[config.mk]
export PLATFORM = sky130hd
export DESIGN_NAME = issue_unit_flat
export DESIGN_NICKNAME = d
export VERILOG_FILES = /design/src/hw/ooo_pkg.sv /design/src/hw/issue_if.sv /design/src/hw/issue_unit.sv /design/src/flat_wrapper.sv
export SDC_FILE = /design/constraint.sdc
export NUM_CORES = 1
export LEC_CHECK = 0
export BUFFER_PORTS_ARGS = -buffer_cell sky130_fd_sc_hd__buf_2
export CAP_MARGIN = 20
export CORE_AREA = 5 5 136 138
export DETAILED_ROUTE_END_ITERATION = 10
export DIE_AREA = 0 0 141 143
export PLACE_DENSITY = 0.52
export SLEW_MARGIN = 20
export SYNTH_ARGS = -nofsm -noshare
export SYNTH_HDL_FRONTEND = slang
export SYNTH_SLANG_ARGS = --single-unit
[constraint.sdc]
create_clock -name vclk -period 1.97
set_input_delay 0.197 -clock vclk [all_inputs]
set_output_delay 0.197 -clock vclk [all_outputs]
set_load 0.01 [all_outputs]
[src/hw/ooo_pkg.sv]
package ooo_pkg;

  localparam int xlen = 32;

  localparam logic [6:0] opc_op    = 7'b0110011;
  localparam logic [6:0] opc_opimm = 7'b0010011;

  typedef logic [2:0] rob_tag_t;  // fits the default 8-entry ROB

  typedef enum logic [1:0] {
    kind_nop,
    kind_alu,
    kind_mul
  } op_kind_t;

  typedef enum logic [3:0] {
    op_add,
    op_sub,
    op_and,
    op_or,
    op_xor,
    op_sll,
    op_srl,
    op_slt
  } alu_op_t;

  typedef struct packed {
    logic [6:0] funct7;
    logic [4:0] rs2;
    logic [4:0] rs1;
    logic [2:0] funct3;
    logic [4:0] rd;
    logic [6:0] opcode;
  } r_fields_t;

  typedef struct packed {
    logic [11:0] imm12;
    logic [4:0]  rs1;
    logic [2:0]  funct3;
    logic [4:0]  rd;
    logic [6:0]  opcode;
  } i_fields_t;

  // one instruction word, read as R-type or I-type
  typedef union packed {
    r_fields_t r_fields;
    i_fields_t i_fields;
  } inst_word_t;

  function automatic int tag_bits(input int size);
    return (size > 1) ? $clog2(size) : 1;
  endfunction

endpackage
[src/hw/issue_if.sv]
`timescale 1ns/10ps

interface issue_if #(
  parameter int TAG_W = $bits(ooo_pkg::rob_tag_t)
);
  import ooo_pkg::*;

  logic             valid;
  alu_op_t          op;
  logic [xlen-1:0]  vi;
  logic [xlen-1:0]  vj;
  logic [TAG_W-1:0] qi;
  logic [TAG_W-1:0] qj;
  logic             ri;      // vi present
  logic             rj;      // vj present
  logic [TAG_W-1:0] rob_ix;

  modport src  (output valid, op, vi, vj, qi, qj, ri, rj, rob_ix);
  modport sink (input valid, op, vi, vj, qi, qj, ri, rj, rob_ix);
endinterface

interface rob_lookup_if #(
  parameter int TAG_W = $bits(ooo_pkg::rob_tag_t)
);
  import ooo_pkg::*;

  logic [TAG_W-1:0] tag1;
  logic [TAG_W-1:0] tag2;
  logic [xlen-1:0]  value1;
  logic [xlen-1:0]  value2;
  logic             done1;
  logic             done2;

  modport req  (output tag1, tag2, input value1, value2, done1, done2);
  modport resp (input tag1, tag2, output value1, value2, done1, done2);
endinterface

[src/hw/issue_unit.sv]
`timescale 1ns/10ps

module issue_unit #(
  parameter int TAG_W = 3
) (
  input  ooo_pkg::inst_word_t       head,
  input  logic                      head_valid,
  output logic                      pop,
  output logic [4:0]                rs1,
  output logic [4:0]                rs2,
  input  logic [ooo_pkg::xlen-1:0]  rf_val1,
  input  logic [ooo_pkg::xlen-1:0]  rf_val2,
  input  logic [TAG_W-1:0]          rf_tag1,
  input  logic [TAG_W-1:0]          rf_tag2,
  input  logic                      rf_busy1,
  input  logic                      rf_busy2,
  rob_lookup_if.req                 rob_lookup,
  input  logic                      rob_free,
  output logic                      alloc,
  output logic [4:0]                alloc_rd,
  input  logic [TAG_W-1:0]          alloc_tag,
  issue_if.src                      alu_issue,
  issue_if.src                      mul_issue,
  input  logic                      alu_rs_free,
  input  logic                      mul_rs_free,
  output logic                      rename
);
  import ooo_pkg::*;

  op_kind_t         kind;
  alu_op_t          op;
  logic [xlen-1:0]  imm;
  logic [xlen-1:0]  vi;
  logic [xlen-1:0]  vj;
  logic [TAG_W-1:0] qi;
  logic [TAG_W-1:0] qj;
  logic             ri;
  logic             rj;
  logic             unit_free;
  logic             do_issue;

  assign rs1      = head.r_fields.rs1;
  assign rs2      = head.r_fields.rs2;
  assign alloc_rd = head.r_fields.rd;
  assign imm      = {{(xlen - 12){head.i_fields.imm12[11]}}, head.i_fields.imm12};

  always_comb begin
    kind = kind_nop;
    op   = op_add;
    if (head.r_fields.opcode == opc_op) begin
      kind = kind_alu;
      case ({head.r_fields.funct7, head.r_fields.funct3})
        10'b0000000_000: op = op_add;
        10'b0100000_000: op = op_sub;
        10'b0000000_001: op = op_sll;
        10'b0000000_010: op = op_slt;
        10'b0000000_100: op = op_xor;
        10'b0000000_101: op = op_srl;
        10'b0000000_110: op = op_or;
        10'b0000000_111: op = op_and;
        10'b0000001_000: kind = kind_mul;
        default:         kind = kind_nop;  // sra, sltu, rest of M
      endcase
    end else if (head.i_fields.opcode == opc_opimm) begin
      kind = kind_alu;
      case (head.i_fields.funct3)
        3'b000:  op = op_add;
        3'b010:  op = op_slt;
        3'b100:  op = op_xor;
        3'b110:  op = op_or;
        3'b111:  op = op_and;
        default: kind = kind_nop;  // shifts by immediate, sltiu
      endcase
    end
  end

  assign rob_lookup.tag1 = rf_tag1;
  assign rob_lookup.tag2 = rf_tag2;

  // operand source: register file, then finished ROB entry, else wait on tag
  always_comb begin
    vi = rf_busy1 ? rob_lookup.value1 : rf_val1;
    ri = !rf_busy1 || rob_lookup.done1;
    qi = rf_tag1;
    vj = rf_busy2 ? rob_lookup.value2 : rf_val2;
    rj = !rf_busy2 || rob_lookup.done2;
    qj = rf_tag2;
    if (head.i_fields.opcode == opc_opimm) begin
      vj = imm;
      rj = 1'b1;
    end
  end

  assign unit_free = (kind == kind_mul) ? mul_rs_free : alu_rs_free;
  assign do_issue  = head_valid && (kind != kind_nop) && rob_free && unit_free;
  assign pop       = do_issue || (head_valid && kind == kind_nop);
  assign alloc     = do_issue;
  assign rename    = do_issue && (alloc_rd != 5'd0);

  assign alu_issue.valid  = do_issue && (kind == kind_alu);
  assign alu_issue.op     = op;
  assign alu_issue.vi     = vi;
  assign alu_issue.vj     = vj;
  assign alu_issue.qi     = qi;
  assign alu_issue.qj     = qj;
  assign alu_issue.ri     = ri;
  assign alu_issue.rj     = rj;
  assign alu_issue.rob_ix = alloc_tag;

  assign mul_issue.valid  = do_issue && (kind == kind_mul);
  assign mul_issue.op     = op;
  assign mul_issue.vi     = vi;
  assign mul_issue.vj     = vj;
  assign mul_issue.qi     = qi;
  assign mul_issue.qj     = qj;
  assign mul_issue.ri     = ri;
  assign mul_issue.rj     = rj;
  assign mul_issue.rob_ix = alloc_tag;
endmodule

[src/flat_wrapper.sv]
// flat-port wrapper written by rule: the top's interface ports become plain ports
module issue_unit_flat import ooo_pkg::*;
#(
  parameter int TAG_W = 3
)
  (head, head_valid, pop, rs1, rs2, rf_val1, rf_val2, rf_tag1, rf_tag2, rf_busy1, rf_busy2, rob_free, alloc, alloc_rd, alloc_tag, alu_rs_free, mul_rs_free, rename, rob_lookup_tag1, rob_lookup_tag2, rob_lookup_value1, rob_lookup_value2, rob_lookup_done1, rob_lookup_done2, alu_issue_valid, alu_issue_op, alu_issue_vi, alu_issue_vj, alu_issue_qi, alu_issue_qj, alu_issue_ri, alu_issue_rj, alu_issue_rob_ix, mul_issue_valid, mul_issue_op, mul_issue_vi, mul_issue_vj, mul_issue_qi, mul_issue_qj, mul_issue_ri, mul_issue_rj, mul_issue_rob_ix);
  rob_lookup_if #(.TAG_W(TAG_W)) rob_lookup_i ();
  issue_if #(.TAG_W(TAG_W)) alu_issue_i ();
  issue_if #(.TAG_W(TAG_W)) mul_issue_i ();
  input  ooo_pkg::inst_word_t head;
  input  logic head_valid;
  output logic pop;
  output logic [4:0] rs1;
  output logic [4:0] rs2;
  input  logic [ooo_pkg::xlen-1:0] rf_val1;
  input  logic [ooo_pkg::xlen-1:0] rf_val2;
  input  logic [TAG_W-1:0] rf_tag1;
  input  logic [TAG_W-1:0] rf_tag2;
  input  logic rf_busy1;
  input  logic rf_busy2;
  input  logic rob_free;
  output logic alloc;
  output logic [4:0] alloc_rd;
  input  logic [TAG_W-1:0] alloc_tag;
  input  logic alu_rs_free;
  input  logic mul_rs_free;
  output logic rename;
  output wire logic [$bits(rob_lookup_i.tag1)-1:0] rob_lookup_tag1;
  output wire logic [$bits(rob_lookup_i.tag2)-1:0] rob_lookup_tag2;
  input wire logic [$bits(rob_lookup_i.value1)-1:0] rob_lookup_value1;
  input wire logic [$bits(rob_lookup_i.value2)-1:0] rob_lookup_value2;
  input wire logic [$bits(rob_lookup_i.done1)-1:0] rob_lookup_done1;
  input wire logic [$bits(rob_lookup_i.done2)-1:0] rob_lookup_done2;
  output wire logic [$bits(alu_issue_i.valid)-1:0] alu_issue_valid;
  output wire logic [$bits(alu_issue_i.op)-1:0] alu_issue_op;
  output wire logic [$bits(alu_issue_i.vi)-1:0] alu_issue_vi;
  output wire logic [$bits(alu_issue_i.vj)-1:0] alu_issue_vj;
  output wire logic [$bits(alu_issue_i.qi)-1:0] alu_issue_qi;
  output wire logic [$bits(alu_issue_i.qj)-1:0] alu_issue_qj;
  output wire logic [$bits(alu_issue_i.ri)-1:0] alu_issue_ri;
  output wire logic [$bits(alu_issue_i.rj)-1:0] alu_issue_rj;
  output wire logic [$bits(alu_issue_i.rob_ix)-1:0] alu_issue_rob_ix;
  output wire logic [$bits(mul_issue_i.valid)-1:0] mul_issue_valid;
  output wire logic [$bits(mul_issue_i.op)-1:0] mul_issue_op;
  output wire logic [$bits(mul_issue_i.vi)-1:0] mul_issue_vi;
  output wire logic [$bits(mul_issue_i.vj)-1:0] mul_issue_vj;
  output wire logic [$bits(mul_issue_i.qi)-1:0] mul_issue_qi;
  output wire logic [$bits(mul_issue_i.qj)-1:0] mul_issue_qj;
  output wire logic [$bits(mul_issue_i.ri)-1:0] mul_issue_ri;
  output wire logic [$bits(mul_issue_i.rj)-1:0] mul_issue_rj;
  output wire logic [$bits(mul_issue_i.rob_ix)-1:0] mul_issue_rob_ix;
  assign rob_lookup_tag1 = rob_lookup_i.tag1;
  assign rob_lookup_tag2 = rob_lookup_i.tag2;
  assign rob_lookup_i.value1 = rob_lookup_value1;
  assign rob_lookup_i.value2 = rob_lookup_value2;
  assign rob_lookup_i.done1 = rob_lookup_done1;
  assign rob_lookup_i.done2 = rob_lookup_done2;
  assign alu_issue_valid = alu_issue_i.valid;
  assign alu_issue_op = alu_issue_i.op;
  assign alu_issue_vi = alu_issue_i.vi;
  assign alu_issue_vj = alu_issue_i.vj;
  assign alu_issue_qi = alu_issue_i.qi;
  assign alu_issue_qj = alu_issue_i.qj;
  assign alu_issue_ri = alu_issue_i.ri;
  assign alu_issue_rj = alu_issue_i.rj;
  assign alu_issue_rob_ix = alu_issue_i.rob_ix;
  assign mul_issue_valid = mul_issue_i.valid;
  assign mul_issue_op = mul_issue_i.op;
  assign mul_issue_vi = mul_issue_i.vi;
  assign mul_issue_vj = mul_issue_i.vj;
  assign mul_issue_qi = mul_issue_i.qi;
  assign mul_issue_qj = mul_issue_i.qj;
  assign mul_issue_ri = mul_issue_i.ri;
  assign mul_issue_rj = mul_issue_i.rj;
  assign mul_issue_rob_ix = mul_issue_i.rob_ix;
  issue_unit #(.TAG_W(TAG_W)) u_core (.head(head), .head_valid(head_valid), .pop(pop), .rs1(rs1), .rs2(rs2), .rf_val1(rf_val1), .rf_val2(rf_val2), .rf_tag1(rf_tag1), .rf_tag2(rf_tag2), .rf_busy1(rf_busy1), .rf_busy2(rf_busy2), .rob_lookup(rob_lookup_i), .rob_free(rob_free), .alloc(alloc), .alloc_rd(alloc_rd), .alloc_tag(alloc_tag), .alu_issue(alu_issue_i), .mul_issue(mul_issue_i), .alu_rs_free(alu_rs_free), .mul_rs_free(mul_rs_free), .rename(rename));
endmodule
==> results of run 1 <==
-- cell families (layout without fill, tap and decap cells) --
kind of cell | Yosys count | after routing | synth area share, %
xor+xnor | 1 | 1 | 0.413
buf+inv | 130 | 327 | 42.8
compound gates | 47 | 47 | 12.7
simple gates | 45 | 45 | 10.8
other cells | 1 | 2 | 0.177
mux | 66 | 66 | 33.1
-- report_power, final --
part	switching (W)	internal [W]	leakage, nW
Sequential	0	0	0
Combinational	0.000407	0.000391	1.82
Clock	0	0	0
-- path summary, 6_finish.rpt --
path,slack [ns],to
setup / recovery,0.12,alu_issue_op[2]
hold / removal,0.39,mul_issue_qj[1]
-- cell usage after synthesis, types with 3 or more instances --
master and n:
nand3_1 3, mux2i_1 33, o21a_1 3, nand2b_1 5, mux2_2 33, buf_4 110
nand2_1 3, clkbuf_1 14, a21oi_1 33, buf_2 6, nor2_1 17, nor3_1 4
-- metal layers --
metal	share of wire (%)	vias to the layer above	wire length, µm	track usage, %
li1	-	1288	-	-
met1	36	1163	4130	11.4
met2	52	215	6050	19.6
met3	11	6	1320	2.18
met4	0.37	2	43	0.357
met5	0.11	-	13	0
-- final cells by class --
type	instances	area share [%]
timing repair buffer	327	52.8
multi-input combinational	161	38.6
tap	225	8.67
-- metrics by stage --
step,std cells,worst slack (ns),cell area (µm²),power [W],utilization (%)
after floorplan,291,0.0696,2130,0.000573,-
after global placement,713,-0.0753,3210,0.000801,18.8
after detailed placement,713,-0.0698,3210,0.000802,18.8
after CTS,713,0.0219,3220,0.000807,18.9
after global routing,713,0.00474,3250,0.000867,19.0
final,713,0.117,3250,0.000798,19.0
-- what timing repair did --
item                       CTS  global route
setup endpoints to repair    2            56
resized for setup            2             5
pin swaps                    0             3
==> out/metrics.csv, run 1 <==
stage,metric,value,unit
cells_and_area,drive_gt1_share,75.0,%
placement,post-dp-hpwl,10.6,mm
clock_tree,holdBufCountCts,0,
timing,period_share,94.0,%
cells_and_area,nFillCells,1954,
timing,hold_ws,0.394,ns
floorplanning,die_w,141,µm
timing,hold_viol,0,
worst_hold_path,worstHoldPathType,input port to output pin,
cells_and_area,clkbuf_count,0,
timing,rsz0062_at_grt,false,
grt,overflow,0,
cells_and_area,area_growth,53.1,%
worst_hold_path,holdPathStages,0,
floorplanning,core-area,17100,µm²
timing,setup_violations,0,
worst_setup_path,worst-setup-path-type,input port to output pin,
worst_setup_path,critPathMaxFanout,3,
cells_and_area,seq_cells,0,
placement,portBuffers,316,
worst_setup_path,crit_path_cell_trace,buf_2 -> or2_1 -> or4_4 -> o31ai_2 -> nand2_1 -> nor2_1 -> buf_2,
timing,period_needed,1.85,ns
cells_and_area,num-nets-final,667,
worst_setup_path,crit_arrival,1.66,ns
worst_hold_path,hold_path.startpoint,rf_tag2[1],
floorplanning,die_h,143,µm
cells_and_area,final_common_cell,buf_2,
worst_setup_path,cp_num_buf_inv,2,
synth,seq_area_frac_synth,0,%
detailed_routing,dr.pass1.iters,4,
cells_and_area,regArea,0,µm²
floorplanning,die-area,20200,µm²
synth,yosys.area.top_type,buf_4,
worst_setup_path,max_stage_delay,0.45,ns
floorplanning,rows,48,
grt,grt_pass1_wl,15.7,mm
outcome,status,finished clean,
detailed_routing,drt-initial-drc-count,57,
detailed_routing,via_count,2674,
worst_setup_path,crit_cells,7,
grt,grt_usage,9.90,%
worst_setup_path,crit_required,1.77,ns
synth,synth_top_area_share,38.9,%
timing,tns,0,ns
floorplanning,ios,361,
detailed_routing,routed_wl,11.6,mm
synth,syn_inst,290,
floorplanning,start_util,12.4,%
detailed_routing,wl_per_cell,16.2,µm
worst_setup_path,crit_path_frequent_cell,buf_2,
power,p_per_area,246,nW/µm²
timing,fmax,540,MHz
cells_and_area,final_cell_mix,"316 x buf_2, 33 x mux2_2, 33 x mux2i_1",
cells_and_area,antenna_cells,0,
timing,report.final.slew_viol_count,0,
grt,grt_max_degree,42,
placement,place_congestion,0.812,
grt,grt_pass1_vias,2659,
synth,synthTopCellsByArea,"buf_4 39%, mux2_2 18%, mux2i_1 16%",
worst_setup_path,path_delay_family,simple AND/OR/NAND/NOR gates,
detailed_routing,drcViolationCount,0,
grt,antenna_found_initial,1,
synth,synth.avg_cell_area,7.32,µm²
power,p_leak,1.82,nW
cells_and_area,multi_input_area,1250,µm²
run,cap_violations,0,
synth,synth_cell_type_count,32,
worst_setup_path,critPathSlowestCell,or4_4,
synth,yosysWarnings,0,
detailed_routing,ant_nets,0,
worst_setup_path,crit_start,head[31],
clock_tree,post_cts_buffers,0,
worst_setup_path,cp-start-kind,input port,
detailed_routing,via_per_inst,3.75,
synth,netlist_area,2120,µm²
power,ir_drop,104,µV
worst_setup_path,crit_path_end_kind,output pin,
(Power assumes the default switching activity.)
==> run 2, diff against run 1 <==
PLACE_DENSITY = 0.43   (was 0.52)
==> out/metrics.csv, run 2 (synthesis results as in run 1) <==
stage,metric,value,unit,change
outcome,status,finished clean,,unchanged
placement,portBuffers,316,,unchanged
timing,hold_ws,0.394,ns,about the same
worst_setup_path,crit_path_cell_trace,buf_2 -> or2_1 -> or4_4 -> buf_4 -> o21a_1 -> o211ai_1 -> o211ai_1 -> buf_2,,was buf_2 -> or2_1 -> or4_4 -> o31ai_2 -> nand2_1 -> nor2_1 -> buf_2
timing,setup_violations,0,,unchanged
grt,overflow,0,,unchanged
floorplanning,rows,48,,unchanged
power,ir_drop,108,µV,was 104 µV
grt,gr-usage-met1,12.2,%,was 11.4%
cells_and_area,area_growth,52.5,%,was 53.1%
grt,grt_util_met2,18.8,%,was 19.6%
worst_setup_path,cp-start-kind,input port,,unchanged
grt,antenna_found_initial,4,,was 1
timing,fmax,527,MHz,was 540 MHz
grt,grt.busiest_layer,met2,,unchanged
placement,post-dp-hpwl,10.6,mm,about the same
cells_and_area,final_common_cell,buf_2,,unchanged
floorplanning,die_h,143,µm,unchanged
grt,grt_pass1_vias,2607,,was 2659
grt,grt_usage,9.94,%,was 9.90%
grt,grt_max_degree,45,,was 42
detailed_routing,via_per_inst,3.78,,was 3.75
worst_setup_path,worst-setup-path-type,input port to output pin,,unchanged
floorplanning,core-area,17100,µm²,unchanged
worst_hold_path,worstHoldPathType,input port to output pin,,unchanged
worst_setup_path,critPathMaxFanout,2,,was 3
worst_setup_path,crit_path_end_kind,output pin,,unchanged
worst_setup_path,crit_required,1.77,ns,about the same
cells_and_area,nFillCells,1940,,was 1954
timing,report.final.slew_viol_count,0,,unchanged
detailed_routing,routed_wl,11.5,mm,was 11.6 mm
cells_and_area,drive_gt1_share,74.6,%,was 75.0%
power,p_leak,1.83,nW,was 1.82 nW
detailed_routing,drcViolationCount,0,,unchanged
timing,tns,0,ns,unchanged
detailed_routing,dr.pass1.iters,4,,unchanged
worst_setup_path,max_stage_delay,0.44,ns,was 0.45 ns
run,cap_violations,0,,unchanged
floorplanning,die_w,141,µm,unchanged
detailed_routing,drt-initial-drc-count,87,,was 57
power,p_per_area,245,nW/µm²,was 246 nW/µm²
detailed_routing,via_count,2700,,was 2674
cells_and_area,clkbuf_count,0,,unchanged
floorplanning,ios,361,,unchanged
detailed_routing,wl_per_cell,16.1,µm,was 16.2 µm
placement,place_congestion,0.742,,was 0.812
grt,gr-usage-met3,2.34,%,was 2.18%
cells_and_area,num-nets-final,668,,was 667
grt,grt_pass1_wl,15.7,mm,about the same
floorplanning,die-area,20200,µm²,unchanged
cells_and_area,seq_cells,0,,unchanged
timing,period_share,96.4,%,was 94.0%
detailed_routing,ant_nets,0,,unchanged
floorplanning,start_util,12.4,%,unchanged
cells_and_area,final_cell_mix,"316 x buf_2, 33 x mux2_2, 33 x mux2i_1, 33 x a21oi_1, 17 x nor2_1",,"was 316 x buf_2, 33 x mux2_2, 33 x mux2i_1"
clock_tree,holdBufCountCts,0,,unchanged
worst_setup_path,crit_arrival,1.70,ns,was 1.66 ns
timing,period_needed,1.90,ns,was 1.85 ns
cells_and_area,regArea,0,µm²,unchanged
cells_and_area,multi_input_area,1230,µm²,was 1250 µm²
cells_and_area,antenna_cells,0,,unchanged
worst_setup_path,critPathSlowestCell,or4_4,,unchanged
timing,hold_viol,0,,unchanged
-- run 2: changes by cell type in the layout (fill, tap and decap cells not counted), sizes merged --
cell  before  now
buf      327  328
-- run 2: per-layer routing --
| layer | up-vias | part of all wire [%] |
|---|---|---|
| met3 | 10 | 12 |
| met1 | 1171 | 37 |
| li1 | 1292 | - |
| met2 | 225 | 50 |
| met5 | - | 0.061 |
| met4 | 2 | 0.38 |
-- run 2: worst max-delay path: cells and delay by family --
kind | cells | cell delay, ns
and+or+nand+nor | 2 | 0.67
buffers and inverters | 3 | 0.42
AOI/OAI and AO/OA | 3 | 0.41
-- run 2: power by group --
group | internal [W] | total [W] | switching, W
logic | 0.000389 | 0.000794 | 0.000404
clock network | 0 | 0 | 0
registers | 0 | 0 | 0
total | 0.000389 | 0.000794 | 0.000404
-- run 2: repair_timing --
action,4_1_cts,5_1_grt
resized for setup,1,2
endpoints found under the setup margin,2,7
setup buffers,0,0
pin swaps,0,2
-- run 2: final timing paths --
check     start  endpoint  slack, ns  cells after the start
max    head[31]       pop       0.07                      8
min    head[17]    rs1[2]       0.39                      0
-- run 2: stage by stage --
step                      setup slack [ns]  std cells  area, µm²  utilization (%)  power (W)
after CTS                          0.00662        714       3230             18.9   0.000808
after global routing              -0.00753        714       3240             19.0   0.000865
after floorplan                     0.0696        291       2130                -   0.000573
after global placement            -0.00927        714       3220             18.9   0.000806
final                               0.0716        714       3240             19.0   0.000794
after detailed placement           -0.0334        714       3220             18.9   0.000804
-- run 2: final cells by class --
class / instances / area share [%]
Multi-Input combinational cell: 161 / 38.1
Tap cell: 225 / 8.70
Timing Repair Buffer: 328 / 53.2
==> run 3, diff against run 2 <==
MAX_ROUTING_LAYER = met4   (was default)
==> out/metrics.csv, run 3 (synthesis results as in run 1) <==
stage,metric,value,unit,change
timing,hold_ws,0.394,ns,unchanged
cells_and_area,nFillCells,1942,,was 1940
cells_and_area,final_cell_mix,"316 x buf_2, 33 x mux2_2, 33 x mux2i_1, 33 x a21oi_1, 17 x nor2_1",,unchanged
worst_setup_path,crit_path_end_kind,output pin,,unchanged
floorplanning,core-area,17100,µm²,unchanged
timing,fin_ws,0.0800,ns,was 0.0716 ns
floorplanning,rows,48,,unchanged
floorplanning,start_util,12.4,%,unchanged
detailed_routing,via_count,2691,,was 2700
timing,tns,0,ns,unchanged
placement,post-dp-hpwl,10.6,mm,unchanged
power,ir_drop,103,µV,was 108 µV
floorplanning,die_h,143,µm,unchanged
cells_and_area,stdcell_area,3240,µm²,about the same
detailed_routing,via_per_inst,3.76,,was 3.78
cells_and_area,drive_gt1_share,74.6,%,unchanged
timing,fmax,529,MHz,was 527 MHz
clock_tree,post_cts_buffers,0,,unchanged
grt,grt_max_degree,45,,unchanged
placement,portBuffers,316,,unchanged
power,p_leak,1.83,nW,unchanged
run,cap_violations,0,,unchanged
cells_and_area,regArea,0,µm²,unchanged
placement,place_congestion,0.751,,was 0.742
cells_and_area,num-nets-final,668,,unchanged
grt,grt_pass1_vias,2604,,was 2607
timing,hold_viol,0,,unchanged
detailed_routing,ant_nets,0,,unchanged
cells_and_area,final_cell_count_no_fill,715,,was 714
detailed_routing,dr.pass1.iters,5,,was 4
worst_setup_path,cp-start-kind,input port,,unchanged
detailed_routing,routed_wl,11.5,mm,about the same
worst_setup_path,crit_required,1.77,ns,about the same
power,p_per_area,245,nW/µm²,about the same
grt,grt_pass1_wl,15.7,mm,about the same
clock_tree,holdBufCountCts,0,,unchanged
timing,setup_violations,0,,unchanged
floorplanning,die_w,141,µm,unchanged
worst_setup_path,crit_arrival,1.69,ns,was 1.70 ns
detailed_routing,wl_per_cell,16.1,µm,about the same
detailed_routing,drt-initial-drc-count,99,,was 87
timing,report.final.slew_viol_count,0,,unchanged
detailed_routing,drcViolationCount,0,,unchanged
floorplanning,die-area,20200,µm²,unchanged
grt,antenna_found_initial,4,,unchanged
grt,overflow,0,,unchanged
worst_hold_path,worstHoldPathType,input port to output pin,,unchanged
placement,placed_area,3220,µm²,unchanged
cells_and_area,seq_cells,0,,unchanged
floorplanning,ios,361,,unchanged
worst_setup_path,worst-setup-path-type,input port to output pin,,unchanged
cells_and_area,area_growth,52.7,%,was 52.5%
placement,place_inst,714,,unchanged
cells_and_area,clkbuf_count,0,,unchanged
timing,period_share,95.9,%,was 96.4%
outcome,status,finished clean,,unchanged
placement,dp_slack,-0.0334,ns,unchanged
cells_and_area,final_common_cell,buf_2,,unchanged
timing,period_needed,1.89,ns,was 1.90 ns
worst_setup_path,critPathMaxFanout,2,,unchanged
grt,grt_usage,10.2,%,was 9.94%
-- run 3: changes by cell type in the layout (fill, tap and decap cells not counted), sizes merged --
| cell | before | now |
|---|---|---|
| diode | 0 | 1 |
-- run 3: power breakdown --
part           switching [W]  leakage, nW     internal (W)
clock network              0   0.00000634  0.0000000000681
registers                  0            0                0
logic               0.000403         1.83         0.000389
total               0.000403         1.83         0.000389
-- run 3: path summary, 6_finish.rpt --
check	start	end	slack [ns]	cells past startpoint
worst max-delay path	head[31]	pop	0.08	8
worst min-delay path	head[17]	rs1[2]	0.39	0
-- run 3: metrics by stage --
stage | total power, W | util [%]
finish | 0.000793 | 19.0
global route | 0.000865 | 19.0
CTS | 0.000808 | 18.9
detailed placement | 0.000804 | 18.9
global placement | 0.000806 | 18.9
floorplan | 0.000573 | -
-- run 3: worst max-delay path: stages --
cell,delay [ns]
buf_2,0.11
or2_1,0.23
or4_4,0.44
buf_4,0.15
o21a_1,0.15
o211ai_1,0.15
o211ai_1,0.11
buf_2,0.15
-- run 3: repair_timing --
item / in CTS / in global routing
resized for setup: 1 / 2
endpoints found under the setup margin: 2 / 7
pin swaps: 0 / 2
-- run 3: metal layers --
metal,vias to the layer above,routed length (µm),track usage (%)
met1,1170,4100,12.4
met4,0,37,0.0510
met3,6,1590,2.08
met2,223,5780,18.7
met5,-,0,-
li1,1292,-,-
-- run 3: final cells by class --
type                            count  area [µm²]  share of cell area, %
Antenna cell                        1        2.50                 0.0772
Tap cell                          225         282                   8.69
Multi-Input combinational cell    161        1230                   38.1
Timing Repair Buffer              328        1720                   53.1
